<file path="config.mk">
export PLATFORM = sky130hd
export DESIGN_NAME = regwin_top
export DESIGN_NICKNAME = d
export VERILOG_FILES = /design/src/design/regwin_pkg.sv /design/src/design/window_decoder.sv /design/src/design/register_file.sv /design/src/design/cwp_control.sv /design/src/design/access_arbiter.sv /design/src/design/regwin_top.sv
export SDC_FILE = /design/constraint.sdc
export NUM_CORES = 2
export LEC_CHECK = 0
export BUFFER_PORTS_ARGS = -buffer_cell sky130_fd_sc_hd__buf_2
export CAP_MARGIN = 30
export CORE_MARGIN = 4
export CORE_UTILIZATION = 63
export DETAILED_ROUTE_END_ITERATION = 7
export PLACE_DENSITY = 0.81
export SLEW_MARGIN = 10
export SYNTH_ARGS = -nofsm -noshare
export SYNTH_HDL_FRONTEND = slang
export SYNTH_SLANG_ARGS = --single-unit
</file>
<file path="constraint.sdc">
create_clock -name Clk -period 5.95 [get_ports Clk]
set_input_delay 1.785 -clock Clk [delete_from_list [all_inputs] [get_ports Clk]]
set_output_delay 1.785 -clock Clk [all_outputs]
set_load 0.05 [all_outputs]
</file>
<file path="src/design/regwin_pkg.sv">
// Register window shared definitions

package regwin_pkg;

	// register width
	localparam int DATA_W = 32;

	// visible register number, r0 to r31
	localparam int RNUM_W = 5;

	// r0-r7, shared by every window
	localparam int NUM_GLOBALS = 8;

	// new registers each window adds (locals plus outs)
	// the ins come from the next window's outs
	localparam int WIN_STRIDE = 16;

	// one register access as issued by a client
	typedef struct packed {
		// 1 = write, 0 = read
		logic rw;
		// visible register in the current window
		logic [RNUM_W-1:0] r_num;
		// write data, ignored on reads
		logic [DATA_W-1:0] wdata;
	} reg_access_t;

	// physical register count for a given number of windows
	// globals plus 16 per window, 72 for four windows
	function automatic int phys_count(int num_windows);
		return NUM_GLOBALS + WIN_STRIDE * num_windows;
	endfunction

endpackage

</file>
<file path="src/design/window_decoder.sv">
// Window register decoder

module window_decoder #(
	parameter int NUM_WINDOWS = 4,
	localparam int CWP_W = $clog2(NUM_WINDOWS),
	localparam int PHYS = regwin_pkg::phys_count(NUM_WINDOWS),
	localparam int IDX_W = $clog2(PHYS)
) (
	input logic [CWP_W-1:0] cwp,
	input logic [regwin_pkg::RNUM_W-1:0] r_num,
	output logic [IDX_W-1:0] phys_idx
);

	import regwin_pkg::*;

	// windowed part of the store, everything above the globals
	localparam int WIN_SPAN = WIN_STRIDE * NUM_WINDOWS;

	// first windowed register of the current window
	logic [IDX_W-1:0] win_base;
	// offset into the windowed part before wrapping
	logic [IDX_W-1:0] win_off;
	// offset after wrapping at the last window
	logic [IDX_W-1:0] win_wrap;
	logic is_global;

	// r0-r7 bypass the window logic
	assign is_global = (r_num < RNUM_W'(NUM_GLOBALS));

	// 16 registers per window step
	assign win_base = IDX_W'(WIN_STRIDE) * IDX_W'(cwp);

	// r8 is offset 0 of the window
	// only meaningful when r_num is not a global
	assign win_off = win_base + IDX_W'(r_num) - IDX_W'(NUM_GLOBALS);

	// max offset is 16*(n-1)+23, so one subtract is enough
	// ins of the last window land on the outs of window 0
	assign win_wrap = (win_off >= IDX_W'(WIN_SPAN)) ? win_off - IDX_W'(WIN_SPAN) : win_off;

	always_comb begin
		if (is_global) begin
			phys_idx = IDX_W'(r_num);
		end else begin
			// skip over the globals
			phys_idx = IDX_W'(NUM_GLOBALS) + win_wrap;
		end
	end

endmodule

</file>
<file path="src/design/register_file.sv">
// Windowed physical register store

module register_file #(
	parameter int NUM_WINDOWS = 4,
	localparam int CWP_W = $clog2(NUM_WINDOWS),
	localparam int PHYS = regwin_pkg::phys_count(NUM_WINDOWS),
	localparam int IDX_W = $clog2(PHYS)
) (
	input logic Clk,
	input logic rst_n,
	input logic gnt_valid,
	input regwin_pkg::reg_access_t gnt_acc,
	input logic [CWP_W-1:0] cwp,
	output logic rd_valid,
	output logic [regwin_pkg::DATA_W-1:0] rd_data
);

	import regwin_pkg::*;

	// globals first, then 16 per window
	logic [DATA_W-1:0] mem [PHYS];

	// decoded physical index of the granted access
	logic [IDX_W-1:0] idx;

	// write strobe for the array
	logic wr_en;

	// read strobe for the output register
	logic rd_en;

	// visible number to physical slot, using the grant-cycle cwp
	window_decoder #(
		.NUM_WINDOWS(NUM_WINDOWS)
	) u_window_decoder (
		.cwp(cwp),
		.r_num(gnt_acc.r_num),
		.phys_idx(idx)
	);

	// r0 lives at index 0 and never takes a write
	assign wr_en = gnt_valid && gnt_acc.rw && (idx != '0);

	assign rd_en = gnt_valid && !gnt_acc.rw;

	// register array
	always_ff @(posedge Clk or negedge rst_n) begin
		if (!rst_n) begin
			// every register starts at zero
			for (int i = 0; i < PHYS; i++) begin
				mem[i] <= '0;
			end
		end else if (wr_en) begin
			mem[idx] <= gnt_acc.wdata;
		end
	end

	// registered read port
	// mem[0] stays zero, so r0 reads back as 0
	always_ff @(posedge Clk) begin
		if (rd_en) begin
			rd_data <= mem[idx];
		end
	end

	// completion strobe, one cycle after any grant
	// writes complete here as well as reads
	always_ff @(posedge Clk or negedge rst_n) begin
		if (!rst_n) begin
			rd_valid <= 1'b0;
		end else begin
			rd_valid <= gnt_valid;
		end
	end

endmodule

</file>
<file path="src/design/cwp_control.sv">
// Window pointer and invalid mask

module cwp_control #(
	parameter int NUM_WINDOWS = 4,
	localparam int CWP_W = $clog2(NUM_WINDOWS)
) (
	input logic Clk,
	input logic rst_n,
	input logic save,
	input logic restore,
	input logic wim_load,
	input logic [NUM_WINDOWS-1:0] wim_data,
	output logic [CWP_W-1:0] cwp,
	output logic overflow,
	output logic underflow
);

	// highest window number
	localparam logic [CWP_W-1:0] LAST_WIN = CWP_W'(NUM_WINDOWS - 1);

	// window invalid mask, one bit per window
	logic [NUM_WINDOWS-1:0] wim;

	// neighbour windows of the current one
	logic [CWP_W-1:0] save_win;
	logic [CWP_W-1:0] rest_win;

	// move targets an invalid window
	logic save_blk;
	logic rest_blk;

	// save goes down, wraps from 0 to the top
	assign save_win = (cwp == '0) ? LAST_WIN : cwp - 1'b1;

	// restore goes up, wraps from the top to 0
	assign rest_win = (cwp == LAST_WIN) ? '0 : cwp + 1'b1;

	// checked against the mask before any load this cycle
	assign save_blk = wim[save_win];
	assign rest_blk = wim[rest_win];

	// current window pointer and trap pulses
	always_ff @(posedge Clk or negedge rst_n) begin
		if (!rst_n) begin
			cwp <= '0;
			overflow <= 1'b0;
			underflow <= 1'b0;
		end else begin
			// pulses last one cycle
			overflow <= 1'b0;
			underflow <= 1'b0;
			if (save) begin
				// save wins over a restore in the same cycle
				if (save_blk) begin
					overflow <= 1'b1;
				end else begin
					cwp <= save_win;
				end
			end else if (restore) begin
				if (rest_blk) begin
					underflow <= 1'b1;
				end else begin
					cwp <= rest_win;
				end
			end
		end
	end

	// invalid mask, loaded whole
	always_ff @(posedge Clk or negedge rst_n) begin
		if (!rst_n) begin
			wim <= '0;
		end else if (wim_load) begin
			wim <= wim_data;
		end
	end

endmodule

</file>
<file path="src/design/access_arbiter.sv">
// Two-client register file arbiter

module access_arbiter (
	input logic Clk,
	input logic rst_n,
	input logic req_a,
	input logic req_b,
	input regwin_pkg::reg_access_t acc_a,
	input regwin_pkg::reg_access_t acc_b,
	input logic rd_valid,
	input logic [regwin_pkg::DATA_W-1:0] rd_data,
	output logic busy_a,
	output logic busy_b,
	output logic gnt_valid,
	output logic done_a,
	output logic done_b,
	output regwin_pkg::reg_access_t gnt_acc,
	output logic [regwin_pkg::DATA_W-1:0] rdata_a,
	output logic [regwin_pkg::DATA_W-1:0] rdata_b
);

	import regwin_pkg::*;

	// one pending slot per client
	logic pend_a_v;
	logic pend_b_v;
	reg_access_t pend_a;
	reg_access_t pend_b;

	// candidates this cycle, new strobe or held entry
	logic cand_a;
	logic cand_b;
	reg_access_t cand_acc_a;
	reg_access_t cand_acc_b;

	// 0 = a granted last, 1 = b granted last
	logic last_b;
	// grant goes to b this cycle
	logic sel_b;
	// loser of a tie, new strobe goes to its slot
	logic lose_a;
	logic lose_b;

	// grant id and direction, one cycle late to match rd_valid
	logic gnt_b_q;
	logic gnt_rd_q;

	// last read data per client
	logic [DATA_W-1:0] hold_a;
	logic [DATA_W-1:0] hold_b;

	// strobes while busy are dropped
	assign cand_a = pend_a_v || (req_a && !busy_a);
	assign cand_b = pend_b_v || (req_b && !busy_b);
	assign cand_acc_a = pend_a_v ? pend_a : acc_a;
	assign cand_acc_b = pend_b_v ? pend_b : acc_b;

	// round robin on a tie, otherwise whoever asked
	assign sel_b = (cand_a && cand_b) ? !last_b : cand_b;
	assign lose_a = cand_a && cand_b && sel_b;
	assign lose_b = cand_a && cand_b && !sel_b;

	assign gnt_valid = cand_a || cand_b;
	assign gnt_acc = sel_b ? cand_acc_b : cand_acc_a;

	// busy while the slot holds a request
	assign busy_a = pend_a_v;
	assign busy_b = pend_b_v;

	// pending flags and grant history
	always_ff @(posedge Clk or negedge rst_n) begin
		if (!rst_n) begin
			pend_a_v <= 1'b0;
			pend_b_v <= 1'b0;
			// a counts as last granted, b wins the first tie
			last_b <= 1'b0;
			gnt_b_q <= 1'b0;
			gnt_rd_q <= 1'b0;
		end else begin
			// a held entry always wins the next cycle
			pend_a_v <= lose_a;
			pend_b_v <= lose_b;
			if (gnt_valid) begin
				last_b <= sel_b;
				gnt_b_q <= sel_b;
				gnt_rd_q <= !gnt_acc.rw;
			end
		end
	end

	// slot payload, only a new strobe can lose
	always_ff @(posedge Clk) begin
		if (lose_a) begin
			pend_a <= acc_a;
		end
		if (lose_b) begin
			pend_b <= acc_b;
		end
	end

	// done steered to the client of last cycle's grant
	assign done_a = rd_valid && !gnt_b_q;
	assign done_b = rd_valid && gnt_b_q;

	// fresh data in the done cycle, held value otherwise
	assign rdata_a = (done_a && gnt_rd_q) ? rd_data : hold_a;
	assign rdata_b = (done_b && gnt_rd_q) ? rd_data : hold_b;

	always_ff @(posedge Clk or negedge rst_n) begin
		if (!rst_n) begin
			hold_a <= '0;
			hold_b <= '0;
		end else begin
			hold_a <= rdata_a;
			hold_b <= rdata_b;
		end
	end

endmodule

</file>
<file path="src/design/regwin_top.sv">
// Windowed register file top

module regwin_top #(
	parameter int NUM_WINDOWS = 4,
	localparam int CWP_W = $clog2(NUM_WINDOWS)
) (
	input logic Clk,
	input logic rst_n,

	// execute port
	input logic req_a,
	input regwin_pkg::reg_access_t acc_a,
	output logic busy_a,
	output logic done_a,
	output logic [regwin_pkg::DATA_W-1:0] rdata_a,

	// debug / host port
	input logic req_b,
	input regwin_pkg::reg_access_t acc_b,
	output logic busy_b,
	output logic done_b,
	output logic [regwin_pkg::DATA_W-1:0] rdata_b,

	// window control
	input logic save,
	input logic restore,
	input logic wim_load,
	input logic [NUM_WINDOWS-1:0] wim_data,
	output logic [CWP_W-1:0] cwp,
	output logic overflow,
	output logic underflow
);

	import regwin_pkg::*;

	// granted access, arbiter to register file
	logic gnt_valid;
	reg_access_t gnt_acc;

	// completion and read data back from the register file
	logic rd_valid;
	logic [DATA_W-1:0] rd_data;

	// picks one client access per cycle
	access_arbiter u_access_arbiter (
		.Clk(Clk),
		.rst_n(rst_n),
		.req_a(req_a),
		.req_b(req_b),
		.acc_a(acc_a),
		.acc_b(acc_b),
		.rd_valid(rd_valid),
		.rd_data(rd_data),
		.busy_a(busy_a),
		.busy_b(busy_b),
		.gnt_valid(gnt_valid),
		.done_a(done_a),
		.done_b(done_b),
		.gnt_acc(gnt_acc),
		.rdata_a(rdata_a),
		.rdata_b(rdata_b)
	);

	// save / restore and the invalid mask
	cwp_control #(
		.NUM_WINDOWS(NUM_WINDOWS)
	) u_cwp_control (
		.Clk(Clk),
		.rst_n(rst_n),
		.save(save),
		.restore(restore),
		.wim_load(wim_load),
		.wim_data(wim_data),
		.cwp(cwp),
		.overflow(overflow),
		.underflow(underflow)
	);

	// grants decode against the cwp of their own cycle
	register_file #(
		.NUM_WINDOWS(NUM_WINDOWS)
	) u_register_file (
		.Clk(Clk),
		.rst_n(rst_n),
		.gnt_valid(gnt_valid),
		.gnt_acc(gnt_acc),
		.cwp(cwp),
		.rd_valid(rd_valid),
		.rd_data(rd_data)
	);

endmodule

</file>
# Word level (Yosys, flattened, before mapping)
# Index checks and enable logic that the tools add are counted.
op_classes:
  n_addsub: 6
  n_lt_le_gt_ge: 6
  eq_ne: 3
  n_mux: 29
  bitwise_logic: 1
  reduce_logical: 25
op_table:
  columns: ["cell", "n"]
  rows:
  - ["bitwise mux 2304 bit", 1]
  - ["binary-select mux 32 bit (select 7 bit)", 1]
  - ["demux 32 bit (select 7 bit)", 1]
  - ["2-to-1 mux 32 bit", 5]
  - ["2-to-1 mux 38 bit", 3]
  - ["2-to-1 mux 7 bit", 2]
  - ["logical AND 1 bit", 13]
  - ["2-to-1 mux 2 bit", 6]
  - [">= comparator 8 bit, second input constant", 1]
  - ["less-than comparator 8 x 1 -> 1 bit, second input constant", 1]
  - ["2-to-1 mux 1 bit", 8]
  - ["NOT 7 -> 8 bit", 1]
  - ["adder 4 x 7 -> 7 bit, first input constant", 1]
  - ["adder 6 x 5 -> 7 bit", 1]
  - [">= comparator 7 bit, second input constant", 1]
  - ["nonzero test 7 bit", 1]
  - ["subtractor 7 x 4 -> 7 bit, second input constant", 1]
  - ["subtractor 7 bit, second input constant", 1]
  - ["less-than comparator 2 x 3 -> 1 bit, second input constant", 2]
  - ["logical NOT 1 bit", 5]
  - ["less-than comparator 5 x 4 -> 1 bit, second input constant", 1]
  - ["binary-select mux 1 bit (select 2 bit)", 2]
  - ["inequality test 2 bit, second input constant", 2]
  - ["logical OR 1 bit", 3]
  - ["6 further kinds", 6]
totals:
  ff_bits: 2489
  input_bits: 87
  wordCells: 160

# Logic depth before layout (Yosys ltp)
logic_depth:
  ltp_word: 18
  ltp_mapped: 17

# Hierarchy
# Synthesis repeated with hierarchy kept, for this count alone.
unflattened:
  cells_unflattened: 7639
  area_unflattened_um2: 111237.9
modules_own_cells:
  columns: ["module", "n_inst", "cells_each", "area_per_inst_um2"]
  rows:
  - ["register_file", 1, 7215, 104520.2]
  - ["access_arbiter", 1, 358, 6089.6]
  - ["cwp_control", 1, 48, 483.0]
  - ["window_decoder", 1, 18, 145.1]

# Worst setup path before layout
# Ideal clock, no wire load.
synth_timing:
  path_type: "input to register"
  from: "in req_b"
  to: "reg u_register_file.mem[1537] (netlist name)"
  setup_ps: 125
  arrival_time_ps: 5634
  required_time_ps: 5825
  setup_slack_ps: 191
  cell_stages: 14
  path_buffers: 3
  cell_sequence: "or2_4 > nand2_2 > mux2_2 > xnor2_1 > ha_1 > inv_1 > fa_1 > nor2b_1 > nand2b_1 > buf_2 > buf_1 > nand4_4 > buf_2 > mux2_2"
synth_between:
  elab_chain_cells: 17
  word_cells_on_any_way: 24
synth_lines:
  columns: ["item", "line", "source"]
  rows:
  - ["start: declaration", "regwin_top.sv:18", "input logic req_b,"]
  - ["logical AND 1 bit (*)", "access_arbiter.sv:54", "assign cand_b = pend_b_v || (req_b && !busy_b);"]
  - ["logical OR 1 bit (*)", "access_arbiter.sv:54", null]
  - ["logical AND 1 bit", "access_arbiter.sv:59", "assign sel_b = (cand_a && cand_b) ? !last_b : cand_b;"]
  - ["2-to-1 mux 1 bit", "access_arbiter.sv:59", null]
  - ["2-to-1 mux 38 bit", "access_arbiter.sv:64", "assign gnt_acc = sel_b ? cand_acc_b : cand_acc_a;"]
  - ["adder 6 x 5 -> 7 bit", "window_decoder.sv:35", "assign win_off = win_base + IDX_W'(r_num) - IDX_W'(NUM_GLOBALS);"]
  - ["subtractor 7 x 4 -> 7 bit", "window_decoder.sv:35", null]
  - ["subtractor 7 bit or >= comparator 7 bit (tied branches)", "window_decoder.sv:39", "assign win_wrap = (win_off >= IDX_W'(WIN_SPAN)) ? win_off - IDX_W'(WIN_SPAN) : win_off;"]
  - ["2-to-1 mux 7 bit", "window_decoder.sv:39", null]
  - ["adder 4 x 7 -> 7 bit", "window_decoder.sv:46", "phys_idx = IDX_W'(NUM_GLOBALS) + win_wrap;"]
  - ["2-to-1 mux 7 bit", "window_decoder.sv:42", "if (is_global) begin"]
  - ["NOT 7 -> 8 bit (implied by the code)", "register_file.sv:54", "mem[idx] <= gnt_acc.wdata;"]
  - [">= comparator 8 bit (implied by the code) or less-than comparator 8 x 1 -> 1 bit (tied branches)", "register_file.sv:54", null]
  - ["logical AND 1 bit (implied by the code)", "register_file.sv:54", null]
  - ["2-to-1 mux 32 bit (implied by the code)", "register_file.sv:54", null]
  - ["demux 32 bit (select 7 bit)", "register_file.sv:54", null]
  - ["bitwise mux 2304 bit", "register_file.sv:54", null]
  - ["end signal: indexed assignment", "register_file.sv:54", null]
  - ["end: declaration", "register_file.sv:21", "logic [DATA_W-1:0] mem [PHYS];"]
# Mark *: on every way between the ends. The rest lies on a longest branch, timed or not.
# A chain may end at the register's enable or synchronous reset.

# Worst setup path after layout
layout_timing:
  from: "in req_a"
  to: "reg u_register_file.rd_data[1] (netlist name) (data pin)"
layout_between:
  elab_chain_cells: 15
  word_cells_on_any_way: 17
layout_lines:
  columns: ["item", "line", "source"]
  rows:
  - ["start: declaration", "regwin_top.sv:11", "input logic req_a,"]
  - ["logical AND 1 bit (*)", "access_arbiter.sv:53", "assign cand_a = pend_a_v || (req_a && !busy_a);"]
  - ["logical OR 1 bit (*)", "access_arbiter.sv:53", null]
  - ["logical AND 1 bit (*)", "access_arbiter.sv:59", null]
  - ["2-to-1 mux 1 bit (*)", "access_arbiter.sv:59", null]
  - ["2-to-1 mux 38 bit (*)", "access_arbiter.sv:64", null]
  - ["adder 6 x 5 -> 7 bit", "window_decoder.sv:35", null]
  - ["subtractor 7 x 4 -> 7 bit", "window_decoder.sv:35", null]
  - ["subtractor 7 bit or >= comparator 7 bit (tied branches)", "window_decoder.sv:39", null]
  - ["2-to-1 mux 7 bit", "window_decoder.sv:39", null]
  - ["adder 4 x 7 -> 7 bit", "window_decoder.sv:46", null]
  - ["2-to-1 mux 7 bit (*)", "window_decoder.sv:42", null]
  - ["NOT 7 -> 8 bit (implied by the code) (*)", "register_file.sv:62", "rd_data <= mem[idx];"]
  - ["binary-select mux 32 bit (select 7 bit) (*)", "register_file.sv:62", null]
  - ["2-to-1 mux 32 bit (implied by the code) (*) (2 in series)", "register_file.sv:62", null]
  - ["end signal: assignment", "register_file.sv:62", null]
  - ["end: declaration", "register_file.sv:15", "output logic [regwin_pkg::DATA_W-1:0] rd_data"]
# Mark *: on every way between the ends. The rest lies on a longest branch, timed or not. The select of a mux whose other input is x is not followed.

==> impl_metrics.ini <==
[run_status]
status = complete, but fails checks
violations = design-rule violations

[worst_setup_path]
critical_path_class = primary input to flop
cp_top_family = compound AO/OA/AOI/OAI gates
r2r_slack_ps = 1040
crit_path_max_fanout = 20
cp.required_ps = 6730
crit_buf_inv = 5
worstPathArrival_ps = 5980
cp_slowest_cell = o311ai_0
endpoint_kind = flop
crit_path_frequent_cell = buf_4
slowest_delay_ps = 900
path_cells = buf_2 -> o21ai_2 -> nand2_8 -> mux2_2 -> xnor2_1 -> ha_1 -> inv_1 -> fa_1 -> nor2b_1 -> nand2_1 -> nor3_2 -> buf_4 -> buf_12 -> o221ai_1 -> o311ai_0 -> buf_4
critPathLaunchType = primary input

[drt]
routed_wl_um = 342000
drt_pre_antenna_iters = 8
vias = 79837
avgViaCountPerCell = 7.02
wl_per_cell_um = 30.1
drc = 6
drtIter0Drc = 11813
ant_nets = 0

[floorplan]
die_h_um = 422
initial_core_util_pct = 63.6
fp.dieArea_mm2 = 0.178
core_area_mm2 = 0.170
io_pins = 159
std_cell_rows = 151
die_w_um = 422

[clocking]
cts_sinks = 2489
cts_hold_buf = 0
clkTransAtPathRegs_ps = 60
cts_tree = done
post_cts_buffers = 0
cts-root-buf = clkbuf_16
cts-resized-gates = 0
cts_inserted_buffers = 238
worstSkewPairLatency_ps = 910
cts_max_level = 4
clk_path_buf_depth = 3

[synth]
ys_seq_elements = 2489
mappedNetlistNets = 9053
synth_cell_types = 85
syn-instance-count = 8961
yosysSeqAreaShare_pct = 58.1
syn_area_per_cell_um2 = 12.1
async_reset_ff_share_pct = 95.7
synth_edf_count = 108
yosysWarnings = 0
synth_flop_cell = dfrtp_1
syn_area_mm2 = 0.108

[cells_and_area]
design_area_mm2 = 0.123
synthToLayoutAreaGrowth_pct = 13.6
num-fill-cells = 10472
nets = 9018
fin_cells = 11365
drive_above_1_share_pct = 27.2

[placement]
placed_area_mm2 = 0.114
dp_hpwl_um = 211000
portBuffers = 158
dp_cells = 10888
gp_congestion = 0.899

[power]
power.density_mw_per_mm2 = 513
ir_drop_uv = 645
p_leak_nw = 56.0
p_total_w = 0.0630

[timing]
tightest_slew_ps = 1140
finalCritPeriodShare_pct = 87.4
final-setup-viol-count = 0
tns_ps = 0
hold_violations = 0
period_needed_ps = 5200
fmax_ghz = 0.192
slew_headroom_pct = 24.1
drv_slew = 0
rsz0062_at_grt = no
skew_ps = 65.5

[grt]
overflow = 0
antenna_found_initial = 33
grt_pass1_vias = 82256
grt_max_degree = 142
grt_pass1_wl_um = 513000
grt_usage_pct = 37.9

[hold_path]
hp-class = flop to flop

[flow_run]
drv_cap = 0
[worst register-to-register path, stage by stage (launching register included)]
cell and delay, ps:
dfrtp_4 640, buf_4 410, mux2i_1 160, mux2_2 310
xnor2_1 220, ha_1 210, inv_1 70, fa_1 520
nor2b_1 190, nand2_1 110, nor3_2 280, buf_4 200
buf_12 230, o221ai_1 150, o311ai_0 900, buf_4 230
[worst paths after layout]
| check | from | end | depth (start not counted) |
|---|---|---|---|
| min | u_register_file.mem[2286]$_DFFE_PN0P_ | u_register_file.mem[2286]$_DFFE_PN0P_ | 0 |
| max | req_a | u_register_file.rd_data[1]$_DFFE_PP_ | 16 |
| min in group asynchronous | rst_n | u_register_file.mem[1510]$_DFFE_PN0P_ | 1 |
| max in group asynchronous | rst_n | u_register_file.mem[1537]$_DFFE_PN0P_ | 2 |
| min reg2reg | u_register_file.mem[2286]$_DFFE_PN0P_ | u_register_file.mem[2286]$_DFFE_PN0P_ | 0 |
| max reg2reg | u_access_arbiter.busy_a$_DFF_PN0_ | u_register_file.rd_data[1]$_DFFE_PP_ | 15 |
[flip-flops by register name, summed over array words and instances (netlist names), 2 cells and up]
| register | count |
|---|---|
| u_cwp_control.cwp | 2 |
| u_cwp_control.wim | 4 |
| u_access_arbiter.hold_a | 32 |
| u_register_file.rd_data | 32 |
| u_access_arbiter.hold_b | 32 |
| u_access_arbiter.pend_a | 38 |
| u_register_file.mem | 2304 |
| u_access_arbiter.pend_b | 38 |
[final cells by class]
type	instances	area [µm²]	share of cell area, %
Sequential cell	2489	62800	51.2
Tap cell	2218	2780	2.26
Antenna cell	9	22.5	0.0183
Clock buffer	351	6940	5.65
Timing Repair Buffer	648	6520	5.31
Multi-Input combinational cell	5539	42200	34.4
Inverter	10	37.5	0.0306
Clock inverter	101	1440	1.17
[placed cells by master, fill, tap and decap left out, drive strengths merged, types with 9 or more instances in the layout]
cell type	n
diode	9
o21ai	1218
o22ai	336
a41o	27
a222oi	254
and3	9
o21a	37
nor4	18
o221ai	22
nor3	13
nor2b	9
nor2	129
buf	647
o2111ai	14
mux2	1383
bufinv	26
o311ai	18
a22oi	127
mux2i	556
clkbuf	352
clkinv	59
edfxtp	108
nand4	26
nand3	28
inv	20
a31oi	138
o41ai	27
nand2	1043
dfrtp	2381
[synth_stat cells (36+ instances only)]
cell      count  share of area [%]
a222oi_1    254                2.4
a22oi_1     127               0.88
a31oi_1     138               0.80
buf_1        41               0.14
buf_2       206               0.95
buf_4        40               0.28
clkbuf_1    630                2.2
dfrtp_1    2381                 55
edfxtp_1    108                3.0
mux2_1       80               0.83
mux2_2     1303                 14
mux2i_1     556                5.2
nand2_1    1042                3.6
nor2_1      126               0.44
o21a_1       36               0.25
o21ai_0    1212                5.6
o22ai_1     336                1.9
[kinds of logic after synthesis]
family,after synthesis,share of synthesized area [%]
fa+ha+maj,5,0.0649
xor+xnor,1,0.00811
buf+inv,933,3.66
mux,1941,19.6
simple gates,1317,5.22
flops,2489,58.1
compound gates,2275,13.3
[metrics by stage]
| step | setup slack (ps) | utilization (%) | hold WS, ps |
|---|---|---|---|
| after floorplan | 191 | - | 428 |
| after global placement | -238 | 67.0 | 364 |
| after detailed placement | -315 | 67.1 | 365 |
| after CTS | 585 | 72.1 | 378 |
| after global routing | 636 | 72.3 | 385 |
| final | 749 | 72.3 | 375 |
[layer usage]
metal	track usage, %	share of wire [%]	up-vias
met5	0	0.043	-
met4	20.4	5.8	24
met3	13.3	13	1272
met2	57.0	45	5437
met1	48.5	36	40493
li1	-	-	32611
[where the power goes]
part           switching (W)  internal, W  total [W]
Clock                0.00678      0.00925     0.0160
Sequential           0.00373       0.0235     0.0273
Combinational         0.0120      0.00771     0.0197
Total                 0.0225       0.0405     0.0630
(Power assumes the default switching activity.)
